==> config.mk <==
export PLATFORM = sky130hd
export DESIGN_NAME = rv_decoder_top
export DESIGN_NICKNAME = d
export VERILOG_FILES = /design/src/hw/rv_decode_pkg.sv /design/src/hw/decode_stage_if.sv /design/src/hw/rv_decoder_top.sv /design/src/hw/operand_extract.sv /design/src/hw/op_decode.sv
export VERILOG_INCLUDE_DIRS = /design/src /design/src/hw
export SDC_FILE = /design/constraint.sdc
export NUM_CORES = 1
export LEC_CHECK = 0
export BUFFER_PORTS_ARGS = -buffer_cell sky130_fd_sc_hd__buf_2
export CAP_MARGIN = 25
export CORE_ASPECT_RATIO = 0.9
export CORE_MARGIN = 3
export CORE_UTILIZATION = 50
export CTS_CLUSTER_DIAMETER = 40
export DETAILED_ROUTE_END_ITERATION = 6
export GPL_TIMING_DRIVEN = 0
export PLACE_DENSITY = 0.76
export SLEW_MARGIN = 20
export SYNTH_ARGS = -nofsm -noshare
export SYNTH_HDL_FRONTEND = slang
export SYNTH_SLANG_ARGS = --single-unit
==> constraint.sdc <==
create_clock -name clk -period 2.5 [get_ports clk]
set_clock_uncertainty 0.05 [all_clocks]
set_input_delay 0.125 -clock clk [delete_from_list [all_inputs] [get_ports clk]]
set_output_delay 0.125 -clock clk [all_outputs]
set_load 0.02 [all_outputs]
==> src/hw/decoder_config.svh <==
`ifndef DECODER_CONFIG_SVH
`define DECODER_CONFIG_SVH

// instruction word and immediate width
`define XLEN 32

// register file index, x0..x31
`define REG_ADDR_W 5

// internal operation code, leaves room for OP_NONE at all ones
`define OP_W 5

`endif
==> src/hw/rv_decode_pkg.sv <==
`default_nettype none

`include "decoder_config.svh"

package rv_decode_pkg;

    // internal operation codes
    typedef enum logic [`OP_W-1:0] {
        OP_ADD   = 'd0,
        OP_AND   = 'd1,
        OP_OR    = 'd2,
        OP_SLL   = 'd3,
        OP_SRL   = 'd4,
        OP_SLT   = 'd5,
        OP_SLTU  = 'd6,
        OP_SRA   = 'd7,
        OP_SUB   = 'd8,
        OP_XOR   = 'd9,
        OP_BEQ   = 'd10,
        OP_BGE   = 'd11,
        OP_BNE   = 'd12,
        OP_BGEU  = 'd13,
        OP_LUI   = 'd14,
        OP_AUIPC = 'd15,
        OP_JAL   = 'd16,
        OP_JALR  = 'd17,
        OP_LB    = 'd18,
        OP_LH    = 'd19,
        OP_LW    = 'd20,
        OP_LBU   = 'd21,
        OP_LHU   = 'd22,
        OP_SB    = 'd23,
        OP_SH    = 'd24,
        OP_SW    = 'd25,
        OP_BLT   = 'd26,
        OP_BLTU  = 'd27,
        // 28 stays reserved
        OP_NONE  = 'd31  // bubble or illegal word
    } op_e;

    // immediate layout selected in the second stage
    typedef enum logic [2:0] {
        FMT_R     = 3'd0,
        FMT_I     = 3'd1,
        FMT_SHIFT = 3'd2,  // zero-extended shamt
        FMT_S     = 3'd3,
        FMT_B     = 3'd4,
        FMT_U     = 3'd5,
        FMT_J     = 3'd6,
        FMT_NONE  = 3'd7
    } fmt_e;

    // major opcodes in bits 6..0
    localparam logic [6:0] OPC_LUI    = 7'b0110111;
    localparam logic [6:0] OPC_AUIPC  = 7'b0010111;
    localparam logic [6:0] OPC_JAL    = 7'b1101111;
    localparam logic [6:0] OPC_JALR   = 7'b1100111;
    localparam logic [6:0] OPC_BRANCH = 7'b1100011;
    localparam logic [6:0] OPC_LOAD   = 7'b0000011;
    localparam logic [6:0] OPC_STORE  = 7'b0100011;
    localparam logic [6:0] OPC_OPIMM  = 7'b0010011;
    localparam logic [6:0] OPC_OP     = 7'b0110011;

endpackage

`default_nettype wire

==> src/hw/decode_stage_if.sv <==
`timescale 1ns/10ps
`default_nettype none

`include "decoder_config.svh"

interface decode_stage_if;

    rv_decode_pkg::op_e     op;        // OP_NONE marks a bubble
    rv_decode_pkg::fmt_e    fmt;
    logic [`REG_ADDR_W-1:0] rd;
    logic [`REG_ADDR_W-1:0] rs1;
    logic [`REG_ADDR_W-1:0] rs2;

    // opcode bits are spent in the first stage, only 31..7 go on
    logic [`XLEN-1:7]       imm_bits;

    modport producer (
        output op, fmt, rd, rs1, rs2, imm_bits
    );

    modport consumer (
        input op, fmt, rd, rs1, rs2, imm_bits
    );

endinterface

`default_nettype wire

==> src/hw/rv_decoder_top.sv <==
`timescale 1ns/10ps
`default_nettype none

`include "decoder_config.svh"

// two-stage rv32i decode, outputs follow the input word by two clocks
module rv_decoder_top (
    input  wire                     clk,
    input  wire                     rst,
    input  wire [`XLEN-1:0]         instruction,
    output rv_decode_pkg::op_e      op,
    output logic [`REG_ADDR_W-1:0]  rs1,
    output logic [`REG_ADDR_W-1:0]  rs2,
    output logic [`REG_ADDR_W-1:0]  rd,
    output logic [`XLEN-1:0]        imm,
    output logic                    has_imm
);

    decode_stage_if stage_bus ();

    // stage 1, opcode classification
    op_decode u_op_decode (
        .clk         (clk),
        .rst         (rst),
        .instruction (instruction),
        .stage       (stage_bus.producer)
    );

    // stage 2, register fields and immediate
    operand_extract u_operand_extract (
        .clk     (clk),
        .rst     (rst),
        .stage   (stage_bus.consumer),
        .op      (op),
        .rs1     (rs1),
        .rs2     (rs2),
        .rd      (rd),
        .imm     (imm),
        .has_imm (has_imm)
    );

endmodule

`default_nettype wire

==> src/hw/operand_extract.sv <==
`timescale 1ns/10ps
`default_nettype none

`include "decoder_config.svh"

module operand_extract (
    input  wire                     clk,
    input  wire                     rst,
    decode_stage_if.consumer        stage,
    output rv_decode_pkg::op_e      op,
    output logic [`REG_ADDR_W-1:0]  rs1,
    output logic [`REG_ADDR_W-1:0]  rs2,
    output logic [`REG_ADDR_W-1:0]  rd,
    output logic [`XLEN-1:0]        imm,
    output logic                    has_imm
);

    logic [`XLEN-1:7]       ib;   // instruction bits 31..7
    logic                   sgn;
    logic [`REG_ADDR_W-1:0] rd_sel;
    logic [`REG_ADDR_W-1:0] rs1_sel;
    logic [`REG_ADDR_W-1:0] rs2_sel;
    logic [`XLEN-1:0]       imm_sel;
    logic                   has_imm_sel;

    assign ib  = stage.imm_bits;
    assign sgn = ib[`XLEN-1];

    always_comb begin
        rd_sel      = stage.rd;
        rs1_sel     = stage.rs1;
        rs2_sel     = '0;        // only R, S and B read rs2
        imm_sel     = '0;
        has_imm_sel = 1'b1;
        case (stage.fmt)
            rv_decode_pkg::FMT_R: begin
                rs2_sel     = stage.rs2;
                imm_sel     = '1;
                has_imm_sel = 1'b0;
            end
            rv_decode_pkg::FMT_I: begin
                imm_sel = {{(`XLEN-12){sgn}}, ib[31:20]};
            end
            rv_decode_pkg::FMT_SHIFT: begin
                // srai too, bit 30 already went into the op
                imm_sel = {{(`XLEN-5){1'b0}}, ib[24:20]};
            end
            rv_decode_pkg::FMT_S: begin
                rd_sel  = '0;
                rs2_sel = stage.rs2;
                imm_sel = {{(`XLEN-12){sgn}}, ib[31:25], ib[11:7]};
            end
            rv_decode_pkg::FMT_B: begin
                rd_sel  = '0;
                rs2_sel = stage.rs2;
                imm_sel = {{(`XLEN-12){sgn}}, ib[7], ib[30:25], ib[11:8], 1'b0};
            end
            rv_decode_pkg::FMT_U: begin
                rs1_sel = '0;
                imm_sel = {ib[31:12], 12'b0};
            end
            rv_decode_pkg::FMT_J: begin
                rs1_sel = '0;
                imm_sel = {{(`XLEN-20){sgn}}, ib[19:12], ib[20], ib[30:21], 1'b0};
            end
            default: begin
                // bubble, nothing but op survives
                rd_sel      = '0;
                rs1_sel     = '0;
                has_imm_sel = 1'b0;
            end
        endcase
    end

    always_ff @(posedge clk) begin
        if (!rst) begin
            op      <= rv_decode_pkg::OP_NONE;
            rs1     <= '0;
            rs2     <= '0;
            rd      <= '0;
            imm     <= '0;
            has_imm <= 1'b0;
        end else begin
            op      <= stage.op;
            rs1     <= rs1_sel;
            rs2     <= rs2_sel;
            rd      <= rd_sel;
            imm     <= imm_sel;
            has_imm <= has_imm_sel;
        end
    end

endmodule

`default_nettype wire

==> src/hw/op_decode.sv <==
`timescale 1ns/10ps
`default_nettype none

`include "decoder_config.svh"

module op_decode (
    input  wire               clk,
    input  wire               rst,
    input  wire [`XLEN-1:0]   instruction,
    decode_stage_if.producer  stage
);

    logic [6:0]          opcode;
    logic [2:0]          funct3;
    logic                alt;     // bit 30, picks sub / sra
    logic                bubble;
    rv_decode_pkg::op_e  op_nxt;
    rv_decode_pkg::fmt_e fmt_cls;

    // funct3 map shared by the register and immediate ALU groups
    function automatic rv_decode_pkg::op_e alu_op(
        input logic [2:0] f3,
        input logic       sel30,
        input logic       reg_form
    );
        rv_decode_pkg::op_e res;
        case (f3)
            3'b000: begin
                // no SUBI, bit 30 belongs to the immediate there
                if (reg_form && sel30) begin
                    res = rv_decode_pkg::OP_SUB;
                end else begin
                    res = rv_decode_pkg::OP_ADD;
                end
            end
            3'b001:  res = rv_decode_pkg::OP_SLL;
            3'b010:  res = rv_decode_pkg::OP_SLT;
            3'b011:  res = rv_decode_pkg::OP_SLTU;
            3'b100:  res = rv_decode_pkg::OP_XOR;
            3'b101:  res = sel30 ? rv_decode_pkg::OP_SRA : rv_decode_pkg::OP_SRL;
            3'b110:  res = rv_decode_pkg::OP_OR;
            default: res = rv_decode_pkg::OP_AND;
        endcase
        return res;
    endfunction

    assign opcode = instruction[6:0];
    assign funct3 = instruction[14:12];
    assign alt    = instruction[30];

    always_comb begin
        op_nxt  = rv_decode_pkg::OP_NONE;
        fmt_cls = rv_decode_pkg::FMT_NONE;
        // 16-bit words and the all-zero word stay OP_NONE
        if (instruction != '0 && instruction[1:0] == 2'b11) begin
            case (opcode)
                rv_decode_pkg::OPC_LUI: begin
                    op_nxt  = rv_decode_pkg::OP_LUI;
                    fmt_cls = rv_decode_pkg::FMT_U;
                end
                rv_decode_pkg::OPC_AUIPC: begin
                    op_nxt  = rv_decode_pkg::OP_AUIPC;
                    fmt_cls = rv_decode_pkg::FMT_U;
                end
                rv_decode_pkg::OPC_JAL: begin
                    op_nxt  = rv_decode_pkg::OP_JAL;
                    fmt_cls = rv_decode_pkg::FMT_J;
                end
                rv_decode_pkg::OPC_JALR: begin
                    op_nxt  = rv_decode_pkg::OP_JALR;
                    fmt_cls = rv_decode_pkg::FMT_I;
                end
                rv_decode_pkg::OPC_BRANCH: begin
                    fmt_cls = rv_decode_pkg::FMT_B;
                    case (funct3)
                        3'b000:  op_nxt = rv_decode_pkg::OP_BEQ;
                        3'b001:  op_nxt = rv_decode_pkg::OP_BNE;
                        3'b100:  op_nxt = rv_decode_pkg::OP_BLT;
                        3'b101:  op_nxt = rv_decode_pkg::OP_BGE;
                        3'b110:  op_nxt = rv_decode_pkg::OP_BLTU;
                        3'b111:  op_nxt = rv_decode_pkg::OP_BGEU;
                        default: op_nxt = rv_decode_pkg::OP_NONE;  // 010, 011
                    endcase
                end
                rv_decode_pkg::OPC_LOAD: begin
                    fmt_cls = rv_decode_pkg::FMT_I;
                    case (funct3)
                        3'b000:  op_nxt = rv_decode_pkg::OP_LB;
                        3'b001:  op_nxt = rv_decode_pkg::OP_LH;
                        3'b010:  op_nxt = rv_decode_pkg::OP_LW;
                        3'b100:  op_nxt = rv_decode_pkg::OP_LBU;
                        3'b101:  op_nxt = rv_decode_pkg::OP_LHU;
                        default: op_nxt = rv_decode_pkg::OP_NONE;
                    endcase
                end
                rv_decode_pkg::OPC_STORE: begin
                    fmt_cls = rv_decode_pkg::FMT_S;
                    case (funct3)
                        3'b000:  op_nxt = rv_decode_pkg::OP_SB;
                        3'b001:  op_nxt = rv_decode_pkg::OP_SH;
                        3'b010:  op_nxt = rv_decode_pkg::OP_SW;
                        default: op_nxt = rv_decode_pkg::OP_NONE;
                    endcase
                end
                rv_decode_pkg::OPC_OPIMM: begin
                    op_nxt = alu_op(funct3, alt, 1'b0);
                    if (funct3 == 3'b001 || funct3 == 3'b101) begin
                        fmt_cls = rv_decode_pkg::FMT_SHIFT;
                    end else begin
                        fmt_cls = rv_decode_pkg::FMT_I;
                    end
                end
                rv_decode_pkg::OPC_OP: begin
                    op_nxt  = alu_op(funct3, alt, 1'b1);
                    fmt_cls = rv_decode_pkg::FMT_R;
                end
                default: begin
                    op_nxt  = rv_decode_pkg::OP_NONE;
                    fmt_cls = rv_decode_pkg::FMT_NONE;
                end
            endcase
        end
    end

    assign bubble = (op_nxt == rv_decode_pkg::OP_NONE);

    always_ff @(posedge clk) begin
        if (!rst || bubble) begin  // reset and illegal words look alike downstream
            stage.op       <= rv_decode_pkg::OP_NONE;
            stage.fmt      <= rv_decode_pkg::FMT_NONE;
            stage.rd       <= '0;
            stage.rs1      <= '0;
            stage.rs2      <= '0;
            stage.imm_bits <= '0;
        end else begin
            stage.op       <= op_nxt;
            stage.fmt      <= fmt_cls;
            stage.rd       <= instruction[11:7];
            stage.rs1      <= instruction[19:15];
            stage.rs2      <= instruction[24:20];
            stage.imm_bits <= instruction[`XLEN-1:7];
        end
    end

endmodule

`default_nettype wire

=== Word level (Yosys, flattened, before mapping) ===
Cells that the tools add are included.

* Register bits: 101
* Output and inout bits: 53
* Input bits: 34

* Equality and inequality tests: 24
* Muxes and demuxes: 13
* Bitwise logic cells: 1
* Reductions and logical operators: 17

{| class="wikitable"
|+ Operator list
! cell !! number
|-
| 32-bit case mux with 7 select lines || 1
|-
| 5-bit case mux with 7 select lines || 2
|-
| 5-bit case mux with 9 select lines || 1
|-
| 32-bit nonzero test || 1
|-
| 5-bit case mux with 6 select lines || 1
|-
| 3-bit equality test (second input constant) || 7
|-
| 7-bit by 6-bit equality test with 1-bit output (second input constant) || 3
|-
| 7-bit equality test (second input constant) || 3
|-
| 3-bit case mux with 7 select lines || 1
|-
| 4-bit case mux with 5 select lines || 1
|-
| 7-bit by 5-bit equality test with 1-bit output (second input constant) || 2
|-
| 3-bit by 2-bit equality test with 1-bit output (second input constant) || 4
|-
| 4-bit case mux with 3 select lines || 1
|-
| 5-bit OR reduction || 2
|-
| 7-bit by 2-bit equality test with 1-bit output (second input constant) || 1
|-
| 3-bit by 1-bit equality test with 1-bit output (second input constant) || 2
|-
| 3-bit zero test || 2
|-
| 2-bit AND reduction || 3
|-
| 2-bit OR reduction || 3
|-
| 6-bit OR reduction || 1
|-
| 5-bit equality test (second input constant) || 1
|-
| 5-bit 2-to-1 mux || 1
|-
| 2-bit 2-to-1 mux || 2
|-
| 4-bit 2-to-1 mux || 1
|-
| 7 further kinds || 8
|}

=== Longest topological paths before layout ===
Gate-level depths: netlist (run 1).

* Word-level depth: 7
* Gate-level depth with buffers: 9
* Mapped depth without buffers: 5

=== By module ===
Synthesis (run 1) repeated with hierarchy kept, for this count alone.

* Cell total of the unflattened synthesis: 393
* Area total of the unflattened synthesis: 3545.9 µm²

{| class="wikitable"
|+ Modules (own cells, without submodules)
! module !! instances !! cells each !! seq. area each (µm²) !! area an instance (µm²)
|-
| operand_extract || 1 || 200 || 1061.0 || 1979.4
|-
| op_decode || 1 || 193 || 660.6 || 1566.5
|}

=== Worst setup path before layout (run 1) ===
No wires, ideal clock.

* Kind: input to register
* From: input instruction[13]
* To: register u_op_decode.stage.imm_bits[19]
* Setup slack: 0.677 ns
* Arrival time: 1.660 ns
* Cell stages on the path: 8
* Buffers on the path: 3
* Path through: buf_6 or4b_1 a2bb2oi_1 a221oi_2 o32ai_1 buf_6 buf_6 and2_4

* Cells in the longest elaborated chain, start to end: 6

{| class="wikitable"
|+ RTL lines
! what !! line !! source
|-
| start: declaration || rv_decoder_top.sv:10 || <nowiki>input wire [`XLEN-1:0] instruction,</nowiki>
|-
| 3-bit equality test (tied with other cells) || op_decode.sv:27, op_decode.sv:75 ||
|-
| 5-bit case mux with 7 select lines (tied with other cells) || op_decode.sv:27 || <nowiki>case (f3)</nowiki>
|-
| 5-bit case mux with 9 select lines || op_decode.sv:56 || <nowiki>case (opcode)</nowiki>
|-
| 5-bit 2-to-1 mux * || op_decode.sv:55 || <nowiki>if (instruction != '0 && instruction[1:0] == 2'b11) begin</nowiki>
|-
| 5-bit equality test * || op_decode.sv:125 || <nowiki>assign bubble = (op_nxt == rv_decode_pkg::OP_NONE);</nowiki>
|-
| 1-bit logical OR * || op_decode.sv:128 || <nowiki>if (!rst || bubble) begin</nowiki>
|-
| end signal: assignment || op_decode.sv:141 || <nowiki>stage.imm_bits <= instruction[`XLEN-1:7];</nowiki>
|-
| end: declaration || decode_stage_if.sv:18 || <nowiki>output op, fmt, rd, rs1, rs2, imm_bits</nowiki>
|}

Every way passes the cells marked *; elsewhere a longest branch is shown, timed or not.
A chain may end at the register's enable or synchronous reset.

=== Worst setup path in the final report (run 1) ===
* From: input instruction[30]
* To: register u_op_decode.stage.fmt[1]

* Cells in the longest elaborated chain, start to end: 7

{| class="wikitable"
|+ RTL lines
! what !! line !! source
|-
| 2-bit 2-to-1 mux / 4-bit 2-to-1 mux (equally long branches) || op_decode.sv:40, op_decode.sv:30 ||
|-
| 5-bit case mux with 7 select lines || op_decode.sv:27 ||
|-
| 5-bit case mux with 9 select lines || op_decode.sv:56 ||
|-
| 5-bit 2-to-1 mux || op_decode.sv:55 ||
|-
| 5-bit equality test || op_decode.sv:125 ||
|-
| 1-bit logical OR || op_decode.sv:128 ||
|-
| 2-bit OR reduction (no source line) * || -- ||
|-
| end signal: assignment || op_decode.sv:130 || <nowiki>stage.fmt <= rv_decode_pkg::FMT_NONE;</nowiki>
|-
| end signal: assignment || op_decode.sv:137 || <nowiki>stage.fmt <= fmt_cls;</nowiki>
|-
| end: declaration || decode_stage_if.sv:18 ||
|}

Marked as above.

==> results.yml, run 1 <==
power:
  total_leakage_power_nw: 1.847
  ir_drop_mv: 0.2621
  power_density_nw_per_um2: 594.3
synthesis:
  avgSynthCellArea_um2: 8.938
  synth_top_area_frac: 0.4939
  netlist_instances: 390
  yosysSeqAreaShare: 0.4939
  synth_warnings: 0
  synth_cell_types: 50
  synth.area.top_cells: "dfxtp_1 49%, a21oi_1 6.3%, nor2_1 5.1%"
  yosysTopAreaCell: "dfxtp_1"
  syn_area_um2: 3486
  postSynth.asyncResetShare: 0
  synth_nets: 424
  synth_edf_count: 0
  synthFlopType: "dfxtp_1"
  synth.ff_latch_count: 86
global_routing:
  grt_start_max_net_pins: 14
  grt_pass1_wl_mm: 14.16
  antenna_found_initial: 0
  overflow: 0
  grt_pass1_vias: 3057
  grt_use_total: 0.2227
placement:
  numPortBuffers: 84
  dp_hpwl_mm: 6.098
  gp_congestion: 0.8742
  place_area_um2: 4019
sta:
  max_slew_margin: 0.5473
  setup_viol: 0
  fmax_mhz: 513.5
  rsz0062_at_grt: "false"
  hold_violations: 0
  worst_slew_pin_slew_ns: 0.6790
  fin_crit_ns: 1.947
  slew_violations: 0
  fin_crit_sh: 0.7790
  setup_tns_ns: 0
finish:
  drive_gt1_frac: 0.2329
  utilization: 0.6699
  diodes: 0
  area_growth_pct: 27.93
  nNetsFinal: 542
  fin_area_um2: 4459
clocking:
  numCtsBuffers: 9
  clk_latency_ns: 0.35
  cts_tree: "yes"
  cts-root-buf: "clkbuf_8"
  cts.sinks: 86
  cts_setup_buffers: 0
  htree_num_levels: 3
  clkTransAtPathRegs_ns: 0.07
  cts_max_path_buffers: 2
job:
  cap_violations: 0
drt:
  route.detailed.drc: 0
  top_layer: "met4"
  drt-met1-wl_mm: 3.834
  via_count: 3183
  route.met2.wl_mm: 4.032
  via_per_inst: 5.296
  drtIter0Drc: 175
  firstDrtPassIters: 5
  wl_met3_um: 605
  wire_per_inst_um: 14.28
  ant_nets: 0
  wl_mm: 8.583
critical_path:
  cp_max_fo: 10
  worstPathRequired_ns: 2.65
  critPathCaptureType: "flip-flop"
  path_class: "in -> reg"
  critPathLaunchType: "input pin"
  arrival_ns: 2.10
floorplan:
  fp-row-count: 28
  die_h_um: 85.21
  die-width_um: 94.02
  core_region_area_um2: 6656
  initial_core_util: 0.5237
  die-area_um2: 8011
  io_pins: 87
hold_path:
  hold_class: "in -> reg"
run_status:
  outcome: "complete, no violations"
==> worst max-delay path: stages <==
cell and delay (ns):
dlygate4sd3_1 0.53, buf_2 0.15, a21oi_1 0.15, a2bb2oi_1 0.29, a221oi_2 0.11, o32ai_1 0.21
clkbuf_1 0.37, o311ai_1 0.18
==> cell families after synthesis <==
family	count (synthesis)	share of synthesized area
buffers and inverters	44	0.05599
multiplexers	5	0.01436
AND/OR/NAND/NOR	152	0.2376
XOR/XNOR	3	0.007539
AO/OA/AOI/OAI	100	0.1906
flip-flops	86	0.4939
==> flip-flops by register name, summed over array words and instances, names as in the netlist <==
signal	flops
u_op_decode.stage.fmt	3
u_op_decode.stage.imm_bits	13
u_op_decode.stage.op	5
u_op_decode.stage.rd	4
u_op_decode.stage.rs1	4
u_op_decode.stage.rs2	4
u_operand_extract.has_imm	1
u_operand_extract.imm	32
u_operand_extract.op	5
u_operand_extract.rd	5
u_operand_extract.rs1	5
u_operand_extract.rs2	5
==> worst paths after layout <==
| kind | startpoint | end | slack, ns | cells past startpoint |
|---|---|---|---|---|
| max | instruction[30] | u_op_decode.stage.fmt[1] | 0.55 | 8 |
| min | instruction[3] | u_op_decode.stage.fmt[1] | 0.05 | 3 |
| max reg2reg | u_op_decode.stage.fmt[0] | u_operand_extract.rs2[0] | 0.66 | 4 |
| min reg2reg | u_op_decode.stage.op[4] | u_operand_extract.op[4] | 0.36 | 1 |
==> power by group <==
| part | leakage [nW] | internal (mW) | switching, mW |
|---|---|---|---|
| clock | 0.104 | 0.577 | 0.449 |
| sequential | 0.695 | 1.39 | 0.0111 |
| combinational | 1.05 | 0.101 | 0.124 |
| total | 1.85 | 2.07 | 0.585 |
==> cell usage after synthesis, drive strengths merged, types with 6 or more instances <==
master and count:
dfxtp 86, nor2 47, a21oi 44, and2 34
clkbuf 23, nand2 20, a211oi 14, inv 11
nand2b 11, a311oi 9, buf 9, o21ai 9
and3 7, nand3b 7, nor3 7, a22oi 6
nor2b 6
==> layout make-up <==
| class | count | area, um2 |
|---|---|---|
| plain buffers | 32 | 150.1 |
| clock buffers | 10 | 137.6 |
| well taps | 90 | 112.6 |
| flip-flops and latches | 86 | 1722 |
| clock inverters | 4 | 72.57 |
| inverters | 12 | 45.04 |
| fillers | 577 | 2197 |
| repair buffers | 107 | 650.6 |
| multi-input cells | 260 | 1569 |
==> cell usage in the layout, fill, tap and decap left out, types with 2 or more instances in the layout <==
| cell type | Yosys | final |
|---|---|---|
| buf_2 | 3 | 87 |
| o221ai_1 | 2 | 2 |
| nor3_1 | 7 | 7 |
| a21oi_1 | 44 | 44 |
| buf_1 | 2 | 2 |
| clkbuf_8 | 0 | 10 |
| inv_1 | 11 | 11 |
| nor3b_1 | 2 | 2 |
| a311oi_1 | 9 | 9 |
| clkbuf_1 | 23 | 23 |
| nand3_1 | 2 | 2 |
| and3_1 | 7 | 7 |
| and2_4 | 10 | 10 |
| and2_1 | 23 | 23 |
| nor2_1 | 47 | 47 |
| and3b_1 | 2 | 2 |
| a22oi_1 | 6 | 6 |
| nor2b_1 | 6 | 6 |
| buf_6 | 3 | 3 |
| a211oi_1 | 14 | 14 |
| mux2i_1 | 5 | 5 |
| nand3b_1 | 7 | 7 |
| or2_2 | 2 | 2 |
| dlygate4sd3_1 | 0 | 23 |
| o2111ai_1 | 4 | 4 |
| dfxtp_1 | 86 | 86 |
| nand2b_1 | 11 | 11 |
| nand2_1 | 20 | 20 |
| bufinv_16 | 0 | 2 |
| o21ai_0 | 8 | 8 |
| xor2_1 | 2 | 2 |
==> timing repair <==
action / in CTS / in global routing
setup endpoints to repair: 0 / 0
gates resized for setup: 0 / 0
hold buffers: 23 / 0
hold endpoints to repair: 23 / 0
==> through the flow <==
stage | total power, mW | hold WS [ns] | std cells | setup slack (ns)
after global routing | 2.755 | 0.06635 | 601 | 0.4075
after floorplan | 1.554 | 0.1480 | 390 | 0.6767
after global placement | 1.621 | 0.2825 | 564 | 0.3410
after detailed placement | 1.624 | 0.2769 | 564 | 0.3227
final | 2.650 | 0.05378 | 601 | 0.5525
after CTS | 2.658 | 0.03673 | 601 | 0.5690
==> layer usage <==
metal,vias to the layer above,GRT usage
li1,1590,-
met1,1463,0.2836
met2,118,0.3740
met3,12,0.05762
met4,0,0.06168
met5,-,0
Power figures use the tool's default switching activity.
==> run 2, diff against run 1 <==
CORE_UTILIZATION = 47   (was 50)
PLACE_DENSITY = 0.75   (was 0.76)
clock period = 1.6 ns   (was 2.5 ns; I/O delays follow)
==> run 2 against run 1 <==
Net effect:
- critical path depth did not move
- flip-flop and latch count did not move
- non-clock buffer count rose by 2
- utilization fell by 2.4 points
- cell area rose by 3.1%
- clock power rose by 60%
- die area rose by 5.9%
- count of clock-buffer cells in the layout did not move
- critical path type unchanged
- largest power group unchanged
==> results.yml, run 2 (synthesis results as in run 1) <==
placement:
  place_area_um2: 4040
  dp_hpwl_mm: 6.134
  gp_congestion: 0.8609
  pre_cts_ws_ns: -0.5086
  placedCellCount: 567
  numPortBuffers: 84
finish:
  diodes: 0
  largest_register: "u_operand_extract.imm"
  seq_area_um2: 1722
  fin_cells: 607
  nNetsFinal: 544
  layout_common_cells: "87 x buf_2, 86 x dfxtp_1, 46 x nor2_1, 42 x a21oi_1, 24 x dlygate4sd3_1"
  largest_reg_flops: 32
  area_growth_pct: 31.84
  drive_gt1_frac: 0.2899
  fin_area_um2: 4596
  final_common_cell: "buf_2"
  reg_top3: "u_operand_extract.imm x32, u_op_decode.stage.imm_bits x13"
  multi_input_area_um2: 1629
  fill_cells: 625
global_routing:
  grt_pass1_wl_mm: 13.92
  grt_pass1_vias: 3006
  gr-usage-met2: 0.3383
  met1_usage: 0.2468
  overflow: 0
  grt.busiest_layer: "met2"
  grt_use_total: 0.2025
  grt_start_max_net_pins: 15
  gr-usage-met3: 0.05653
  antenna_found_initial: 0
critical_path:
  cpMaxStageDelayCell: "or4b_1"
  crit_buf_inv: 3
  crit_top_cell: "buf_2"
  critPathLaunchType: "input pin"
  max_stage_delay_ns: 0.52
  critPathCaptureType: "flip-flop"
  path_class: "in -> reg"
  arrival_ns: 1.77
  cp_max_fo: 6
  crit_family: "simple AND/OR/NAND/NOR gates"
  worstPathRequired_ns: 1.80
  path_cells: "buf_2 -> or4b_1 -> a2bb2oi_2 -> a221oi_2 -> o32ai_2 -> buf_6 -> buf_2 -> and2_1"
drt:
  wire_per_inst_um: 14.30
  via_count: 3198
  drtIter0Drc: 199
  via_per_inst: 5.269
  firstDrtPassIters: 7
  wl_mm: 8.681
  ant_nets: 0
  route.detailed.drc: 0
floorplan:
  core_region_area_um2: 7112
  fp-row-count: 29
  io_pins: 87
  die_h_um: 87.70
  die-width_um: 96.78
  initial_core_util: 0.4901
  die-area_um2: 8488
clocking:
  clk_latency_ns: 0.35
  htree_num_levels: 3
  clkTransAtPathRegs_ns: 0.08
  cts_tree: "yes"
  cts-root-buf: "clkbuf_8"
  cts_max_path_buffers: 2
  numCtsBuffers: 9
  cts.sinks: 86
sta:
  worst_slew_pin_slew_ns: 0.5511
  rsz0062_at_grt: "true"
  fin_hold_ws_ns: 0.09783
  fmax_mhz: 635.1
  fin_ws_ns: 0.02545
  fin_crit_sh: 0.9841
  max_slew_margin: 0.6298
  hold_violations: 0
  slew_violations: 0
  fin_crit_ns: 1.575
  setup_viol: 0
power:
  finalPower_mw: 4.207
  total_leakage_power_nw: 1.932
  power_density_nw_per_um2: 915.4
  ir_drop_mv: 0.4741
run_status:
  outcome: "complete, no violations"
hold_path:
  hold_class: "in -> reg"
job:
  cap_violations: 0
==> run 2: path summary, 6_finish.rpt <==
| kind | start | to | slack, ns | cells past startpoint |
|---|---|---|---|---|
| worst max-delay path | instruction[12] | u_op_decode.stage.rd[1] | 0.03 | 8 |
| worst min-delay path | instruction[13] | u_op_decode.stage.op[4] | 0.1 | 3 |
| worst min register to register | u_op_decode.stage.op[4] | u_operand_extract.op[4] | 0.36 | 1 |
| worst max register to register | u_op_decode.stage.fmt[2] | u_operand_extract.imm[31] | 0.10 | 4 |
==> run 2: metrics by stage <==
stage	setup TNS, ns	utilization
6_report	0	0.6462
5_1_grt	-0.006488	0.6462
4_1_cts	0	0.6355
3_5_place_dp	-16.64	0.5681
3_3_place_gp	-14.96	0.5681
2_1_floorplan	-1.635	-
==> run 2: repair_timing <==
action                                  4_1_cts  5_1_grt
hold endpoints to repair                     24        0
hold buffers                                 24        0
pin swaps                                     0        2
setup buffers                                 0        2
endpoints found under the setup margin       62       57
resized for setup                            11       43
==> run 2: per-layer routing <==
layer	up-vias	share of wire	routed length, um
li1	1595	-	-
met4	0	0.023	199
met3	18	0.076	658
met5	-	0	0
met1	1448	0.43	3765
met2	137	0.47	4058
==> run 2: power breakdown <==
group,switching (mW),internal (mW)
registers,0.0173,2.17
clock network,0.735,0.915
logic,0.200,0.171
total,0.953,3.25
==> run 2: layout make-up <==
class	count	area share
flip-flops and latches	86	0.3746
multi-input cells	260	0.3545
repair buffers	110	0.1470
plain buffers	31	0.04057
clock buffers	10	0.02995
well taps	93	0.02532
clock inverters	5	0.01824
inverters	12	0.009801
==> run 2: worst min-delay path, delay by kind of cell <==
kind	cells	cell delay [ns]
compound gates	2	0.28
buf+inv	1	0.10
